`src/logic/reg_access_pkg.sv`:
```
// Widths, register numbers and encodings for the register access stage
// Size step and byte alias helpers
`default_nettype none

package reg_access_pkg;

    typedef logic [31:0] word_t;
    typedef logic [15:0] seg_t;
    typedef logic [2:0]  reg_idx_t;
    // Bit 1 pop, bit 0 push
    typedef logic [1:0]  stack_op_t;

    typedef enum logic [1:0] {
        size_byte  = 2'd1,
        size_word  = 2'd2,
        size_dword = 2'd3
    } opsize_e;

    typedef enum logic [2:0] {
        op_none     = 3'd0,
        op_reg      = 3'd1,
        op_seg      = 3'd2,
        op_imm      = 3'd3,
        op_modrm_rm = 3'd4,
        op_mem      = 3'd5
    } opkind_e;

    localparam int NUM_GPR = 8;
    localparam int NUM_SEG = 6;

    localparam reg_idx_t ESP_IDX = 3'd4;
    localparam reg_idx_t ESI_IDX = 3'd6;
    localparam reg_idx_t EDI_IDX = 3'd7;

    function automatic word_t size_step(opsize_e size);
        case (size)
            size_byte: return 32'd1;
            size_word: return 32'd2;
            default:   return 32'd4;
        endcase
    endfunction

    // Byte access to 4..7 means AH..BH, held in registers 0..3
    function automatic reg_idx_t alias_base(reg_idx_t idx, opsize_e size);
        if (size == size_byte && idx[2]) begin
            return {1'b0, idx[1:0]};
        end
        return idx;
    endfunction

endpackage

`default_nettype wire

```
`src/logic/gpr_write_if.sv`:
```
// Request/grant write lane into the general register file
`default_nettype none

interface gpr_write_if
    import reg_access_pkg::*;
();

    logic     req;
    logic     gnt;
    reg_idx_t idx;
    opsize_e  size;
    word_t    data;

    modport requester (
        output req, idx, size, data,
        input  gnt
    );

    modport arbiter (
        input  req, idx, size, data,
        output gnt
    );

endinterface

`default_nettype wire

```
`src/logic/gpr_write_arbiter.sv`:
```
// Fixed-priority arbiter for the general register file write port
// Lane 0 has the highest priority
`default_nettype none

module gpr_write_arbiter
    import reg_access_pkg::*;
#(
    parameter int NUM_LANES = 3
) (
    gpr_write_if.arbiter lanes [NUM_LANES],
    output logic         wr_en,
    output reg_idx_t     wr_idx,
    output opsize_e      wr_size,
    output word_t        wr_data
);

    localparam int SEL_W = $clog2(NUM_LANES);

    logic [NUM_LANES-1:0] req_vec;
    logic [NUM_LANES-1:0] gnt_vec;
    reg_idx_t             idx_arr  [NUM_LANES];
    opsize_e              size_arr [NUM_LANES];
    word_t                data_arr [NUM_LANES];
    logic [SEL_W-1:0]     sel;

    // Flatten the lanes so the winner can be picked by index
    for (genvar i = 0; i < NUM_LANES; i++) begin : g_lane
        assign req_vec[i]   = lanes[i].req;
        assign idx_arr[i]   = lanes[i].idx;
        assign size_arr[i]  = lanes[i].size;
        assign data_arr[i]  = lanes[i].data;
        assign lanes[i].gnt = gnt_vec[i];
    end

    // Isolate the lowest set request bit
    assign gnt_vec = req_vec & ~(req_vec - 1'b1);

    always_comb begin
        sel = '0;
        for (int i = NUM_LANES - 1; i >= 0; i--) begin
            if (req_vec[i]) begin
                sel = SEL_W'(i);
            end
        end
    end

    assign wr_en   = |req_vec;
    assign wr_idx  = idx_arr[sel];
    assign wr_size = size_arr[sel];
    assign wr_data = data_arr[sel];

endmodule

`default_nettype wire

```
`src/logic/gpr_file.sv`:
```
// Eight general registers, one size-aware write port
// Two operand read ports plus fixed ESP, ESI and EDI outputs
`default_nettype none

module gpr_file
    import reg_access_pkg::*;
(
    input  logic     clk,
    input  logic     rst_n,
    input  logic     wr_en,
    input  reg_idx_t wr_idx,
    input  opsize_e  wr_size,
    input  word_t    wr_data,
    input  reg_idx_t rd0_idx,
    input  reg_idx_t rd1_idx,
    output word_t    rd0_data,
    output word_t    rd1_data,
    output word_t    esp,
    output word_t    esi,
    output word_t    edi
);

    word_t    regs [NUM_GPR];
    reg_idx_t wr_base;

    assign wr_base = alias_base(wr_idx, wr_size);

    always_ff @(posedge clk or negedge rst_n) begin
        if (!rst_n) begin
            for (int i = 0; i < NUM_GPR; i++) begin
                regs[i] <= '0;
            end
        end else if (wr_en) begin
            case (wr_size)
                size_dword: begin
                    regs[wr_base] <= wr_data;
                end
                size_word: begin
                    regs[wr_base][15:0] <= wr_data[15:0];
                end
                size_byte: begin
                    // AH, CH, DH, BH
                    if (wr_idx[2]) begin
                        regs[wr_base][15:8] <= wr_data[7:0];
                    end else begin
                        regs[wr_base][7:0] <= wr_data[7:0];
                    end
                end
                default: begin
                end
            endcase
        end
    end

    assign rd0_data = regs[rd0_idx];
    assign rd1_data = regs[rd1_idx];
    assign esp      = regs[ESP_IDX];
    assign esi      = regs[ESI_IDX];
    assign edi      = regs[EDI_IDX];

endmodule

`default_nettype wire

```
`src/logic/seg_file.sv`:
```
// Six segment registers with writeback and direct CS write
`default_nettype none

module seg_file
    import reg_access_pkg::*;
(
    input  logic     clk,
    input  logic     rst_n,
    input  logic     wr_en,
    input  reg_idx_t wr_idx,
    input  seg_t     wr_data,
    input  logic     write_cs_enable,
    input  seg_t     write_cs,
    input  reg_idx_t rd_idx,
    output seg_t     rd_data,
    output seg_t     ss
);

    // Order is ES, CS, SS, DS, FS, GS
    localparam reg_idx_t CS_IDX = 3'd1;
    localparam reg_idx_t SS_IDX = 3'd2;

    seg_t segs [NUM_SEG];

    always_ff @(posedge clk or negedge rst_n) begin
        if (!rst_n) begin
            for (int i = 0; i < NUM_SEG; i++) begin
                segs[i] <= '0;
            end
        end else begin
            if (wr_en && wr_idx < NUM_SEG) begin
                segs[wr_idx] <= wr_data;
            end
            // Far jump CS load overrides writeback
            if (write_cs_enable) begin
                segs[CS_IDX] <= write_cs;
            end
        end
    end

    assign rd_data = (rd_idx < NUM_SEG) ? segs[rd_idx] : '0;
    assign ss      = segs[SS_IDX];

endmodule

`default_nettype wire

```
`src/logic/reg_scoreboard.sv`:
```
// Pending-write bits for the general registers
// Read-after-write stall for operands and the stack pointer
`default_nettype none

module reg_scoreboard
    import reg_access_pkg::*;
(
    input  logic     clk,
    input  logic     rst_n,
    input  logic     accept,
    input  logic     writes_op0,
    input  reg_idx_t op0_reg,
    input  reg_idx_t op1_reg,
    input  opsize_e  size,
    input  logic     stack_use,
    input  logic     wb_en,
    input  reg_idx_t wb_idx,
    input  opsize_e  wb_size,
    output logic     stall
);

    logic [NUM_GPR-1:0] pending;
    logic [NUM_GPR-1:0] set_mask;
    logic [NUM_GPR-1:0] clr_mask;
    reg_idx_t           op0_base;
    reg_idx_t           op1_base;
    reg_idx_t           wb_base;

    assign op0_base = alias_base(op0_reg, size);
    assign op1_base = alias_base(op1_reg, size);
    assign wb_base  = alias_base(wb_idx, wb_size);

    always_comb begin
        set_mask = '0;
        clr_mask = '0;
        if (accept && writes_op0) begin
            set_mask[op0_base] = 1'b1;
        end
        if (wb_en) begin
            clr_mask[wb_base] = 1'b1;
        end
    end

    // A new claim beats a retiring write to the same register
    always_ff @(posedge clk or negedge rst_n) begin
        if (!rst_n) begin
            pending <= '0;
        end else begin
            pending <= (pending & ~clr_mask) | set_mask;
        end
    end

    assign stall = pending[op0_base] || pending[op1_base] ||
                   (stack_use && pending[ESP_IDX]);

endmodule

`default_nettype wire

```
`src/logic/stack_tracker.sv`:
```
// Speculative ESP and push/pop stack address
// Architectural ESP update through the commit write lane
`default_nettype none

module stack_tracker
    import reg_access_pkg::*;
(
    input  logic      clk,
    input  logic      rst_n,
    input  logic      accept,
    input  stack_op_t stack_op,
    input  opsize_e   size,
    input  logic      wb_reg_en,
    input  logic      wb_stack,
    input  reg_idx_t  wb_reg_number,
    input  word_t     wb_reg_data,
    input  logic      wb_stack_en,
    input  stack_op_t wb_stack_op,
    input  opsize_e   wb_stack_size,
    input  word_t     esp,
    input  seg_t      ss,
    output logic      commit_hold,
    output word_t     stack_address,
    gpr_write_if.requester commit
);

    word_t     spec_esp;
    word_t     step;
    word_t     push_esp;
    logic      spec_reload;
    logic      commit_req;
    stack_op_t commit_op;
    opsize_e   commit_size;
    word_t     commit_step;

    assign step        = size_step(size);
    assign push_esp    = spec_esp - step;
    assign spec_reload = wb_reg_en && !wb_stack && wb_reg_number == ESP_IDX;

    // Pop reads the current top, push the slot below it
    assign stack_address = {16'b0, ss} + (stack_op[1] ? spec_esp : push_esp);

    always_ff @(posedge clk or negedge rst_n) begin
        if (!rst_n) begin
            spec_esp <= '0;
        end else if (spec_reload) begin
            spec_esp <= wb_reg_data;
        end else if (accept && stack_op[1]) begin
            spec_esp <= spec_esp + step;
        end else if (accept && stack_op[0]) begin
            spec_esp <= push_esp;
        end
    end

    always_ff @(posedge clk or negedge rst_n) begin
        if (!rst_n) begin
            commit_req <= 1'b0;
        end else if (wb_stack_en) begin
            commit_req <= 1'b1;
        end else if (commit.gnt) begin
            commit_req <= 1'b0;
        end
    end

    always_ff @(posedge clk) begin
        if (wb_stack_en) begin
            commit_op   <= wb_stack_op;
            commit_size <= wb_stack_size;
        end
    end

    assign commit_step = size_step(commit_size);

    assign commit.req  = commit_req;
    assign commit.idx  = ESP_IDX;
    assign commit.size = size_dword;
    assign commit.data = commit_op[1] ? esp + commit_step : esp - commit_step;

    // Waiting on a higher-priority writer
    assign commit_hold = commit_req && !commit.gnt;

endmodule

`default_nettype wire

```
`src/logic/string_pointer_unit.sv`:
```
// MOVS pointer step, ESI then EDI through one shared write lane
`default_nettype none

module string_pointer_unit
    import reg_access_pkg::*;
(
    input  logic    clk,
    input  logic    rst_n,
    input  logic    start,
    input  logic    flag_df,
    input  opsize_e size,
    input  word_t   esi,
    input  word_t   edi,
    output logic    busy,
    gpr_write_if.requester lane
);

    typedef enum logic [1:0] {
        idle,
        write_esi,
        write_edi
    } state_e;

    state_e  state;
    logic    df_q;
    opsize_e size_q;
    word_t   ptr;
    word_t   step;

    always_ff @(posedge clk or negedge rst_n) begin
        if (!rst_n) begin
            state <= idle;
        end else begin
            case (state)
                idle: begin
                    if (start) begin
                        state <= write_esi;
                    end
                end
                write_esi: begin
                    if (lane.gnt) begin
                        state <= write_edi;
                    end
                end
                write_edi: begin
                    if (lane.gnt) begin
                        state <= idle;
                    end
                end
                default: begin
                    state <= idle;
                end
            endcase
        end
    end

    always_ff @(posedge clk) begin
        if (start && state == idle) begin
            df_q   <= flag_df;
            size_q <= size;
        end
    end

    // One adder shared by both pointers, DF set walks downward
    assign step = size_step(size_q);
    assign ptr  = (state == write_edi) ? edi : esi;

    assign lane.req  = state != idle;
    assign lane.idx  = (state == write_edi) ? EDI_IDX : ESI_IDX;
    assign lane.size = size_dword;
    assign lane.data = df_q ? ptr - step : ptr + step;

    assign busy = state != idle;

endmodule

`default_nettype wire

```
`src/logic/reg_access_top.sv`:
```
// Register access stage top level
// Operand register selection, stage handshake and unit instances
`default_nettype none

module reg_access_top
    import reg_access_pkg::*;
#(
    parameter int NUM_LANES = 3
) (
    input  logic      clk,
    input  logic      rst_n,
    input  logic      d_valid,
    output logic      d_ready,
    input  opsize_e   d_size,
    input  opkind_e   d_op0,
    input  opkind_e   d_op1,
    input  reg_idx_t  d_op0_reg,
    input  reg_idx_t  d_op1_reg,
    input  reg_idx_t  d_modrm_rm,
    input  reg_idx_t  d_seg_sel,
    input  stack_op_t d_stack_op,
    input  logic      d_movs,
    input  logic      d_writes_op0,
    output logic      r_valid,
    input  logic      r_ready,
    output reg_idx_t  r_op0_reg,
    output reg_idx_t  r_op1_reg,
    output word_t     r_op0_value,
    output word_t     r_op1_value,
    output word_t     r_stack_address,
    output word_t     r_esi,
    output word_t     r_edi,
    output seg_t      r_seg_value,
    input  logic      flag_df,
    input  logic      write_cs_enable,
    input  seg_t      write_cs,
    input  logic      wb_reg_en,
    input  logic      wb_stack,
    input  reg_idx_t  wb_reg_number,
    input  opsize_e   wb_reg_size,
    input  word_t     wb_reg_data,
    input  logic      wb_seg_en,
    input  reg_idx_t  wb_seg_number,
    input  seg_t      wb_seg_data,
    input  logic      wb_stack_en,
    input  stack_op_t wb_stack_op,
    input  opsize_e   wb_stack_size
);

    // Lane order sets write priority
    localparam int LANE_WB    = 0;
    localparam int LANE_STACK = 1;
    localparam int LANE_STR   = 2;

    logic     wr_en;
    reg_idx_t wr_idx;
    opsize_e  wr_size;
    word_t    wr_data;
    word_t    esp;
    seg_t     ss;
    logic     sb_stall;
    logic     str_busy;
    logic     commit_hold;
    logic     stall;
    logic     accept;

    gpr_write_if lanes [NUM_LANES] ();

    assign r_op0_reg = (d_op0 == op_modrm_rm) ? d_modrm_rm : d_op0_reg;
    assign r_op1_reg = (d_op1 == op_modrm_rm) ? d_modrm_rm : d_op1_reg;

    assign stall   = sb_stall || str_busy || commit_hold;
    assign r_valid = d_valid && !stall;
    assign d_ready = r_ready && !stall;
    assign accept  = d_valid && d_ready;

    // Writeback is always granted, so no back-pressure toward it
    assign lanes[LANE_WB].req  = wb_reg_en;
    assign lanes[LANE_WB].idx  = wb_reg_number;
    assign lanes[LANE_WB].size = wb_reg_size;
    assign lanes[LANE_WB].data = wb_reg_data;

    gpr_write_arbiter #(
        .NUM_LANES(NUM_LANES)
    ) u_gpr_write_arbiter (
        .lanes(lanes), .wr_en(wr_en), .wr_idx(wr_idx),
        .wr_size(wr_size), .wr_data(wr_data)
    );

    gpr_file u_gpr_file (
        .clk(clk), .rst_n(rst_n), .wr_en(wr_en), .wr_idx(wr_idx),
        .wr_size(wr_size), .wr_data(wr_data),
        .rd0_idx(r_op0_reg), .rd1_idx(r_op1_reg),
        .rd0_data(r_op0_value), .rd1_data(r_op1_value),
        .esp(esp), .esi(r_esi), .edi(r_edi)
    );

    seg_file u_seg_file (
        .clk(clk), .rst_n(rst_n), .wr_en(wb_seg_en), .wr_idx(wb_seg_number),
        .wr_data(wb_seg_data), .write_cs_enable(write_cs_enable), .write_cs(write_cs),
        .rd_idx(d_seg_sel), .rd_data(r_seg_value), .ss(ss)
    );

    reg_scoreboard u_reg_scoreboard (
        .clk(clk), .rst_n(rst_n), .accept(accept), .writes_op0(d_writes_op0),
        .op0_reg(r_op0_reg), .op1_reg(r_op1_reg), .size(d_size),
        .stack_use(|d_stack_op), .wb_en(wb_reg_en), .wb_idx(wb_reg_number),
        .wb_size(wb_reg_size), .stall(sb_stall)
    );

    stack_tracker u_stack_tracker (
        .clk(clk), .rst_n(rst_n), .accept(accept), .stack_op(d_stack_op),
        .size(d_size), .wb_reg_en(wb_reg_en), .wb_stack(wb_stack),
        .wb_reg_number(wb_reg_number), .wb_reg_data(wb_reg_data),
        .wb_stack_en(wb_stack_en), .wb_stack_op(wb_stack_op),
        .wb_stack_size(wb_stack_size), .esp(esp), .ss(ss),
        .commit_hold(commit_hold), .stack_address(r_stack_address),
        .commit(lanes[LANE_STACK])
    );

    string_pointer_unit u_string_pointer_unit (
        .clk(clk), .rst_n(rst_n), .start(accept && d_movs), .flag_df(flag_df),
        .size(d_size), .esi(r_esi), .edi(r_edi), .busy(str_busy),
        .lane(lanes[LANE_STR])
    );

endmodule

`default_nettype wire

```
`config.mk`:
```
export PLATFORM = sky130hd
export DESIGN_NAME = reg_access_top
export DESIGN_NICKNAME = d
export VERILOG_FILES = /design/src/logic/reg_access_pkg.sv /design/src/logic/gpr_write_if.sv /design/src/logic/gpr_write_arbiter.sv /design/src/logic/gpr_file.sv /design/src/logic/seg_file.sv /design/src/logic/reg_scoreboard.sv /design/src/logic/stack_tracker.sv /design/src/logic/string_pointer_unit.sv /design/src/logic/reg_access_top.sv
export SDC_FILE = /design/constraint.sdc
export NUM_CORES = 1
export LEC_CHECK = 0
export ABC_AREA = 0
export BUFFER_PORTS_ARGS = -buffer_cell sky130_fd_sc_hd__buf_2
export CORE_AREA = 5 5 316 318
export CTS_CLUSTER_SIZE = 20
export DETAILED_ROUTE_END_ITERATION = 8
export DIE_AREA = 0 0 321 323
export PLACE_DENSITY = 0.49
export SLEW_MARGIN = 20
export SYNTH_ARGS = -nofsm -noshare
export SYNTH_HDL_FRONTEND = slang
export SYNTH_SLANG_ARGS = --single-unit
```
`constraint.sdc`:
```
create_clock -name clk -period 15.1 [get_ports clk]
set_input_delay 1.51 -clock clk [delete_from_list [all_inputs] [get_ports clk]]
set_output_delay 1.51 -clock clk [all_outputs]
set_load 0.02 [all_outputs]
```
== Word-level counts from Yosys, hierarchy flattened ==
Index checks and enable logic that the tools add are counted.
Storage, ports and cells
  register bits: 402
  input port bits: 110
  output and inout port bits: 184
  logic and storage cells: 194
Cells by class
  $add $sub $neg: 8
  order comparisons: 15
  eq/ne operators: 18
  mux-type cells: 82
  bitwise operators: 11
  reduce and logical (&&, ||, !) cells: 38
Operators with widths (count)
  256-bit bitwise mux: 4
  256-bit case mux with 3 select lines: 1
  32-bit 2-to-1 mux: 14
  32-bit demux with 3-bit select: 4
  256-bit 2-to-1 mux: 1
  32-bit binary-select mux with 3-bit select: 2
  16-bit 2-to-1 mux: 7
  32-bit by 3-bit adder with 32-bit output: 3
  96-bit bitwise mux: 1
  32-bit by 3-bit subtractor with 32-bit output: 3
  80-bit 2-to-1 mux: 1
  32-bit binary-select mux with 2-bit select: 1
  16-bit binary-select mux with 3-bit select: 1
  16-bit demux with 3-bit select: 1
  3-bit 2-to-1 mux: 12
  16-bit by 32-bit adder with 32-bit output: 1
  8-bit 2-to-1 mux: 3
  1-bit logical AND: 21
  4-bit >= comparator, second input constant: 5
  3-bit NOT with 4-bit output: 5
  3-bit case mux with 2 select lines: 3
  2-bit 2-to-1 mux: 8
  2-bit by 1-bit equality test with 1-bit output, second input constant: 6
  2-bit equality test, second input constant: 6
  30 further kinds: 58

== Logic depth before layout (Yosys ltp) ==
Gate-level depths: netlist of the first run.
  depth after elaboration: 20
  gate-level depth with buffers: 23
  mapped depth without buffers: 22

== Modules after synthesis ==
From an unflattened synthesis of the first run, not the netlist that was laid out.
Unflattened totals
  cell total of the unflattened synthesis: 3042
  area total of the unflattened synthesis: 30563.1 um2
Modules (own cells, without submodules)
  gpr_file: instances 1, cells each 1409, area an instance 15783.9 um2, seq. area each 6406.1 um2
  stack_tracker: instances 1, cells each 805, area an instance 5995.8 um2, seq. area each 915.9 um2
  seg_file: instances 1, cells each 352, area an instance 4712.0 um2, seq. area each 2402.3 um2
  string_pointer_unit: instances 1, cells each 305, area an instance 2392.3 um2, seq. area each 140.1 um2
  gpr_write_arbiter: instances 1, cells each 101, area an instance 959.7 um2, seq. area each 0.0 um2
  reg_scoreboard: instances 1, cells each 57, area an instance 561.8 um2, seq. area each 200.2 um2
  reg_access_top: instances 1, cells each 13, area an instance 157.7 um2, seq. area each 0.0 um2

== Least setup slack after synthesis of the first run ==
No wires, ideal clock.
  path kind: input -> output
  start: input port d_size[0]
  end: output port r_stack_address[24]
  arrival: 5767 ps
  required time: 13590 ps
  path slack: 7823 ps
  stages on the path: 23
  buffers on the path: 1
  cells stage by stage: inv_1 > ha_1 > inv_1 > ha_1 > nor2b_1 > o21a_1 > or2_2 > nand2b_1 > nor3_1 > nand2b_1 > nor3_1 > xor2_1 > ha_1 > a21oi_1 > o22ai_1 > or3_1 > a211o_1 > and2_1 > and2_1 > clkbuf_1 > nor3_1 > a31oi_1 > xnor2_1
Between the ends
  cells in the longest elaborated chain, start to end: 5
  elaborated cells on any way between the ends: 6
  classes of those cells: add/sub (2); eq/ne (2); mux (2)
Ends and longest elaborated chain
  start, declared: line reg_access_top.sv:14  | input opsize_e d_size,
  2-bit equality test / 2-bit by 1-bit equality test with 1-bit output (equally long branches): line reg_access_pkg.sv:36  | case (size)
  3-bit case mux with 2 select lines *: line reg_access_pkg.sv:36
  32-bit by 3-bit subtractor with 32-bit output *: line stack_tracker.sv:37  | assign push_esp = spec_esp - step;
  32-bit 2-to-1 mux *: line stack_tracker.sv:41  | assign stack_address = {16'b0, ss} + (stack_op[1] ? spec_esp : push_esp);
  16-bit by 32-bit adder with 32-bit output *: line stack_tracker.sv:41
  end, declared: line reg_access_top.sv:30  | output word_t r_stack_address,
Mark *: on every way between the ends. The rest lies on a longest branch, timed or not.

== Worst setup path in the final report of the first run ==
Ends and elaborated chain as after synthesis.

==> impl_metrics.csv, run 1 <==
group,metric,value,unit
outcome,status,"completed",
clock_network,cts-buffers-inserted,51,
clock_network,clockBufferDepth,3,
clock_network,htreeDepth,2,
yosys,synth_area_leaders,"dfrtp_1 (34%), nand2_1 (12%), nand3_1 (6.1%)",
setup_path,critical_path_class,"input port to output port",
timing,hold_viol_final,0,
clock_network,cts-root-buf,"clkbuf_16",
hold_path,holdPathEnd,"u_seg_file.segs[17]",
setup_path,critPathRequiredTime,13.59,ns
clock_network,clk-insertion-delay-late,0.63,ns
detailed_routing,drtPass1Iterations,5,
setup_path,critPathCaptureType,"output port",
hold_path,min_from,"u_seg_file.segs[17]",
yosys,synth-edff-count,6,
yosys,synth_top_area_share,34.5,%
yosys,netlist_area,28700,sq um
cells_and_area,stdcell_count,5060,
die,die_y,323,um
timing,min_period,7.90,ns
yosys,synthCells,3642,
setup_path,ff2ff_path_depth,14,
setup_path,cp.arrival,6.39,ns
detailed_routing,met2WireLength,55500,um
setup_path,timing.rr.start,"u_string_pointer_unit.state[0]",
detailed_routing,drtAntennaViolNets,0,
timing,maxClockFrequency,127,MHz
detailed_routing,top_layer,"met5",
hold_path,hp-class,"flop to flop",
clock_network,ctsHoldBuffers,0,
die,placeableCoreArea,96300,sq um
die,rows,114,
die,ios,294,
setup_path,startpoint_type,"input port",
placed_design,portBuffers,292,
die,die_w,321,um
cells_and_area,fin_nets,3955,
global_route,grt.overflow.total,0,
placed_design,place_inst,4964,
setup_path,r2r-end,"u_gpr_file.regs[245]",
timing,tightest_slew,1.22,ns
hold_path,hold_depth,1,
power,power_density,165,nW/um^2
yosys,ys_types,84,
clock_network,postCtsSetupBuffers,0,
placed_design,dpl.hpwl,84200,um
yosys,synth_fp_nets,3854,
cells_and_area,drive_gt1_share,15.9,%
yosys,synth_top_area_cell,"dfrtp_1",
yosys,yosysMostFrequentCell,"nand2_1",
yosys,synth_ff_type,"dfrtp_1",
power,ir_worst_vdd,0.0858,mV
yosys,yosys_register_bits,401,
global_route,antenna_found_initial,24,
timing,slew_viol_final,0,
placed_design,place.gp.congestion,0.860,
run,drv_cap,0,
detailed_routing,drc,0,
detailed_routing,wl_met1,50800,um
detailed_routing,num_vias,27676,
yosys,avgSynthCellArea,7.88,sq um
global_route,grt_pass1_wl,176000,um
global_route,grt_pass1_vias,26386,
yosys,ys_seq_area_share,35.1,%
timing,tns,0,ns
yosys,yosys_warnings,0,
timing,fin_worst_skew,0.0614,ns
timing,period_share,52.3,%
power,leakagePower,0.0145,uW
detailed_routing,post_drt_wl_per_cell,23.5,um
setup_path,r2r_slack,9.48,ns
global_route,grt_usage,22.0,%
detailed_routing,detail_route.vias_per_cell,5.47,
timing,relSlewSlack,18.7,%
power,totalPowerFinal,5410,uW
global_route,grt_max_degree,160,
clock_network,cts_tree,"done",
clock_network,clkSinkCount,401,
die,dieArea,104000,sq um
yosys,synth_common_cells,"nand2_1 (915), dfrtp_1 (395), nand3_1 (352)",
cells_and_area,syn_to_final_growth,14.0,%
clock_network,path_clk_slew,0.05,ns
timing,final-setup-viol-count,0,
yosys,async_reset_ff_share,98.5,%
clock_network,ctsResizeCount,0,
die,start_util,29.8,%
detailed_routing,drtIter0Drc,2299,
detailed_routing,wl_met3,7810,um
timing,grt_setup_unrepaired,"false",
setup_path,cp_max_fo,5,
detailed_routing,finalWirelength,119000,um
-- how the worst max path moves through the flow --
stage	start	end	slack, ns
finish	d_size[0]	r_stack_address[24]	7.20
global route	d_size[0]	r_stack_address[27]	6.81
CTS	d_size[0]	r_stack_address[24]	7.12
detailed placement	d_size[0]	r_stack_address[24]	7.14
global placement	d_size[0]	r_stack_address[24]	7.15
floorplan	d_size[0]	r_stack_address[24]	7.82
-- layer usage --
layer / global-route usage [%] / up-vias
met5: 0 / -
met4: 7.58 / 6
met3: 3.70 / 182
met2: 36.3 / 896
met1: 29.4 / 13583
li1: - / 13009
-- cell families after synthesis --
kind of cell / count (synthesis) / share of synthesized area, %
flops: 401 / 35.1
xor+xnor: 127 / 3.88
buf+inv: 361 / 5.65
mux: 182 / 7.68
compound gates: 829 / 17.9
fa+ha+maj: 102 / 4.58
simple gates: 1640 / 25.2
-- state kept, by name (all words and copies together), names as in the netlist --
register,flops
u_stack_tracker.commit_op,1
u_seg_file.ss,16
u_gpr_file.regs,160
u_reg_scoreboard.pending,8
u_stack_tracker.spec_esp,32
u_string_pointer_unit.df_q,1
u_string_pointer_unit.size_q,2
u_seg_file.segs,80
u_gpr_file.esp,32
u_gpr_file.edi,32
u_stack_tracker.commit.req,1
u_stack_tracker.commit_size,2
u_gpr_file.esi,32
u_string_pointer_unit.state,2
-- power by group --
part | internal (uW) | leakage [uW] | switching [uW] | total, uW
Sequential | 1340 | 0.00522 | 345 | 1680
Combinational | 883 | 0.00845 | 1610 | 2490
Clock | 728 | 0.000821 | 507 | 1230
-- cells in the final DEF, fill, tap and decap left out, types with 47 or more instances in the layout --
| master | instances |
|---|---|
| a21oi_1 | 155 |
| a22o_1 | 79 |
| buf_2 | 291 |
| buf_4 | 47 |
| clkbuf_16 | 51 |
| dfrtp_1 | 395 |
| ha_1 | 97 |
| inv_1 | 61 |
| mux2_2 | 111 |
| nand2_1 | 914 |
| nand3_1 | 352 |
| nor2_1 | 143 |
| o21ai_0 | 323 |
| xnor2_1 | 72 |
| xor2_1 | 55 |
-- through the flow --
step	utilization [%]	hold slack (ns)	setup WS [ns]	area, sq um
floorplan	-	0.470	7.82	28700
global placement	32.1	0.484	7.15	30900
detailed placement	32.1	0.490	7.14	30900
CTS	33.9	0.503	7.12	32600
global route	33.9	0.510	6.81	32700
finish	34.0	0.499	7.20	32700
-- cell type report --
class / instances / area, sq um
Antenna cell: 8 / 20.0
Clock buffer: 72 / 1480
Clock inverter: 14 / 199
Fill cell: 10222 / 63600
Inverter: 65 / 249
Multi-Input combinational cell: 2880 / 17200
Sequential cell: 401 / 10100
Tap cell: 1276 / 1600
Timing Repair Buffer: 344 / 1930
-- critical path, cell delays in order --
cell and delay [ns]:
buf_2 0.13, inv_1 0.06, ha_1 0.21, inv_1 0.09
ha_1 0.29, nor2b_1 0.13, o21a_1 0.23, or2_2 0.31
nand2b_1 0.27, nor3_1 0.25, nand2b_1 0.19, nor3_1 0.20
xor2_1 0.22, ha_1 0.28, a21oi_1 0.19, o22ai_1 0.09
or3_1 0.36, a211o_1 0.30, and2_1 0.21, and2_1 0.23
nor3_1 0.14, a31oi_1 0.07, xnor2_1 0.22, buf_2 0.20
Note: power is estimated with default switching activity, not from simulation.
==> inputs of run 2 (changes only) <==
ABC_AREA = 1   (was 0)
CORE_AREA = 5 5 348 350   (was 5 5 316 318)
DIE_AREA = 0 0 353 355   (was 0 0 321 323)
clock period = 8.3 ns   (was 15.1 ns; I/O delays follow)
==> impl_metrics.csv, run 2 <==
group,metric,value,unit
die,rows,126,
timing,setup_ws,2.53,ns
setup_path,r2r_slack,3.16,ns
clock_network,cts_tree,"done",
detailed_routing,num_vias,39148,
setup_path,cpPeakStageDelay,0.57,ns
placed_design,pre_cts_slack,2.55,ns
die,die_w,353,um
yosys,async_reset_ff_share,98.5,%
yosys,netlist_area,34900,sq um
yosys,synth_fp_nets,5692,
timing,relSlewSlack,20.2,%
setup_path,crit_family,"simple AND/OR/NAND/NOR gates",
timing,final-setup-viol-count,0,
setup_path,critPathRequiredTime,7.47,ns
setup_path,cp.buffers_inverters,6,
die,placeableCoreArea,117000,sq um
yosys,synth_ff_type,"dfrtp_1",
yosys,ys_seq_area_share,28.8,%
detailed_routing,drtPass1Iterations,5,
yosys,yosys_warnings,0,
yosys,yosysMostFrequentCell,"nand2_1",
global_route,grt_pass1_vias,36559,
cells_and_area,syn_to_final_growth,12.0,%
cells_and_area,fin_nets,5704,
timing,period_share,69.5,%
cells_and_area,final_common_cell,"nand2_1",
cells_and_area,seq_area,10100,sq um
cells_and_area,final_cell_mix,"nand2_1 (1219), nor2_1 (631), o21ai_0 (598)",
power,ir_worst_vdd,0.195,mV
timing,min_period,5.77,ns
setup_path,crit_top_cell,"nand2_1",
detailed_routing,drtIter0Drc,4045,
setup_path,critPathCaptureType,"output port",
power,leakagePower,0.0183,uW
cells_and_area,largest_reg_flops,160,
clock_network,clockBufferDepth,3,
global_route,grt.overflow.total,0,
timing,maxClockFrequency,173,MHz
clock_network,postCtsSetupBuffers,0,
yosys,synth-edff-count,6,
cells_and_area,reg_top3,"u_gpr_file.regs: 160 flops, u_seg_file.segs: 80 flops",
clock_network,ctsHoldBuffers,0,
global_route,antenna_found_initial,19,
power,power_density,342,nW/um^2
yosys,yosys_register_bits,401,
clock_network,clkSinkCount,401,
detailed_routing,finalWirelength,160000,um
yosys,avgSynthCellArea,6.37,sq um
setup_path,r2r-end,"u_gpr_file.regs[84]",
clock_network,cts-buffers-inserted,55,
cells_and_area,fillers,12858,
setup_path,cp_max_fo,7,
clock_network,ctsResizeCount,0,
setup_path,critPathSlowestCell,"nor3_1",
timing,hold_viol_final,0,
yosys,synthCells,5480,
setup_path,critical_path_class,"input port to output port",
clock_network,cts-root-buf,"clkbuf_16",
setup_path,timing.rr.start,"u_stack_tracker.commit.req",
cells_and_area,regMostFlops,"u_gpr_file.regs",
timing,tightest_slew,1.20,ns
cells_and_area,drive_gt1_share,9.88,%
global_route,grt_pass1_wl,237000,um
clock_network,clk-insertion-delay-late,0.65,ns
detailed_routing,drc,0,
global_route,grt_usage,24.3,%
yosys,synth_top_area_cell,"dfrtp_1",
detailed_routing,post_drt_wl_per_cell,22.6,um
yosys,synth_area_leaders,"dfrtp_1 (28%), nand2_1 (13%), o21ai_0 (8.6%)",
global_route,grt_max_degree,148,
die,start_util,29.7,%
timing,grt_setup_unrepaired,"false",
run,drv_cap,0,
detailed_routing,detail_route.vias_per_cell,5.53,
setup_path,ff2ff_path_depth,16,
timing,slew_viol_final,0,
yosys,ys_types,55,
setup_path,cp.arrival,4.94,ns
yosys,synth_common_cells,"nand2_1 (1227), nor2_1 (636), o21ai_0 (598)",
setup_path,startpoint_type,"input port",
placed_design,place.gp.congestion,0.909,
cells_and_area,final_util,33.3,%
timing,fin_worst_skew,0.0217,ns
die,ios,294,
placed_design,dpl.hpwl,110000,um
outcome,status,"completed",
clock_network,htreeDepth,2,
clock_network,path_clk_slew,0.07,ns
timing,tns,0,ns
die,dieArea,125000,sq um
cells_and_area,multi_input_area,21300,sq um
detailed_routing,drtAntennaViolNets,0,
placed_design,portBuffers,292,
yosys,synth_top_area_share,28.3,%
hold_path,hp-class,"input port to asynchronous set/reset pin",
die,die_y,355,um
[run 2: how the worst max path moves through the flow]
stage	from	end	slack [ns]	cells past startpoint
floorplan	d_stack_op[1]	r_stack_address[26]	3.46	18
global placement	d_size[0]	r_stack_address[30]	2.51	25
detailed placement	d_size[0]	r_stack_address[30]	2.55	25
CTS	d_size[0]	r_stack_address[30]	2.54	25
global route	d_size[0]	r_stack_address[30]	2.15	25
finish	d_size[0]	r_stack_address[30]	2.53	25
[run 2: per-layer routing]
metal	global-route usage, %	share of wire, %	up-vias
met5	0	0.0044	-
met4	8.80	4.1	2
met3	3.63	7.3	282
met2	39.5	45	1541
met1	32.8	43	18737
li1	-	-	18586
[run 2: power by group]
part	switching [uW]	leakage [uW]	internal, uW
logic	4870	0.0123	2180
registers	1010	0.00500	2670
clock network	1050	0.000974	1610
total	6930	0.0183	6460
[run 2: metrics by stage]
stage	cell area [sq um]	hold WS, ns	total power [uW]	cells
floorplan	34900	0.448	8310	5480
global placement	37100	0.461	10500	6970
detailed placement	37100	0.467	10600	6970
CTS	39100	0.211	13300	7069
global route	39100	0.263	14300	7071
finish	39100	0.212	13400	7074
[run 2: area by class of cell]
type	instances	area share, %
repair buffers	359	5.14
flip-flops and latches	401	25.7
multi-input cells	4189	54.5
clock buffers	78	4.26
well taps	1536	4.91
inverters	486	4.67
clock inverters	21	0.777
diodes	4	0.0256
[run 2: logic make-up (layout without fill, tap and decap cells)]
| group | count (synthesis) | in the layout | share of synthesized area [%] |
|---|---|---|---|
| compound gates | 1558 | 1558 | 25.7 |
| other cells | 0 | 4 | 0 |
| simple gates | 2451 | 2451 | 29.3 |
| flops | 401 | 401 | 28.8 |
| fa+ha+maj | 102 | 102 | 3.76 |
| xor+xnor | 78 | 78 | 1.96 |
| buf+inv | 890 | 944 | 10.5 |
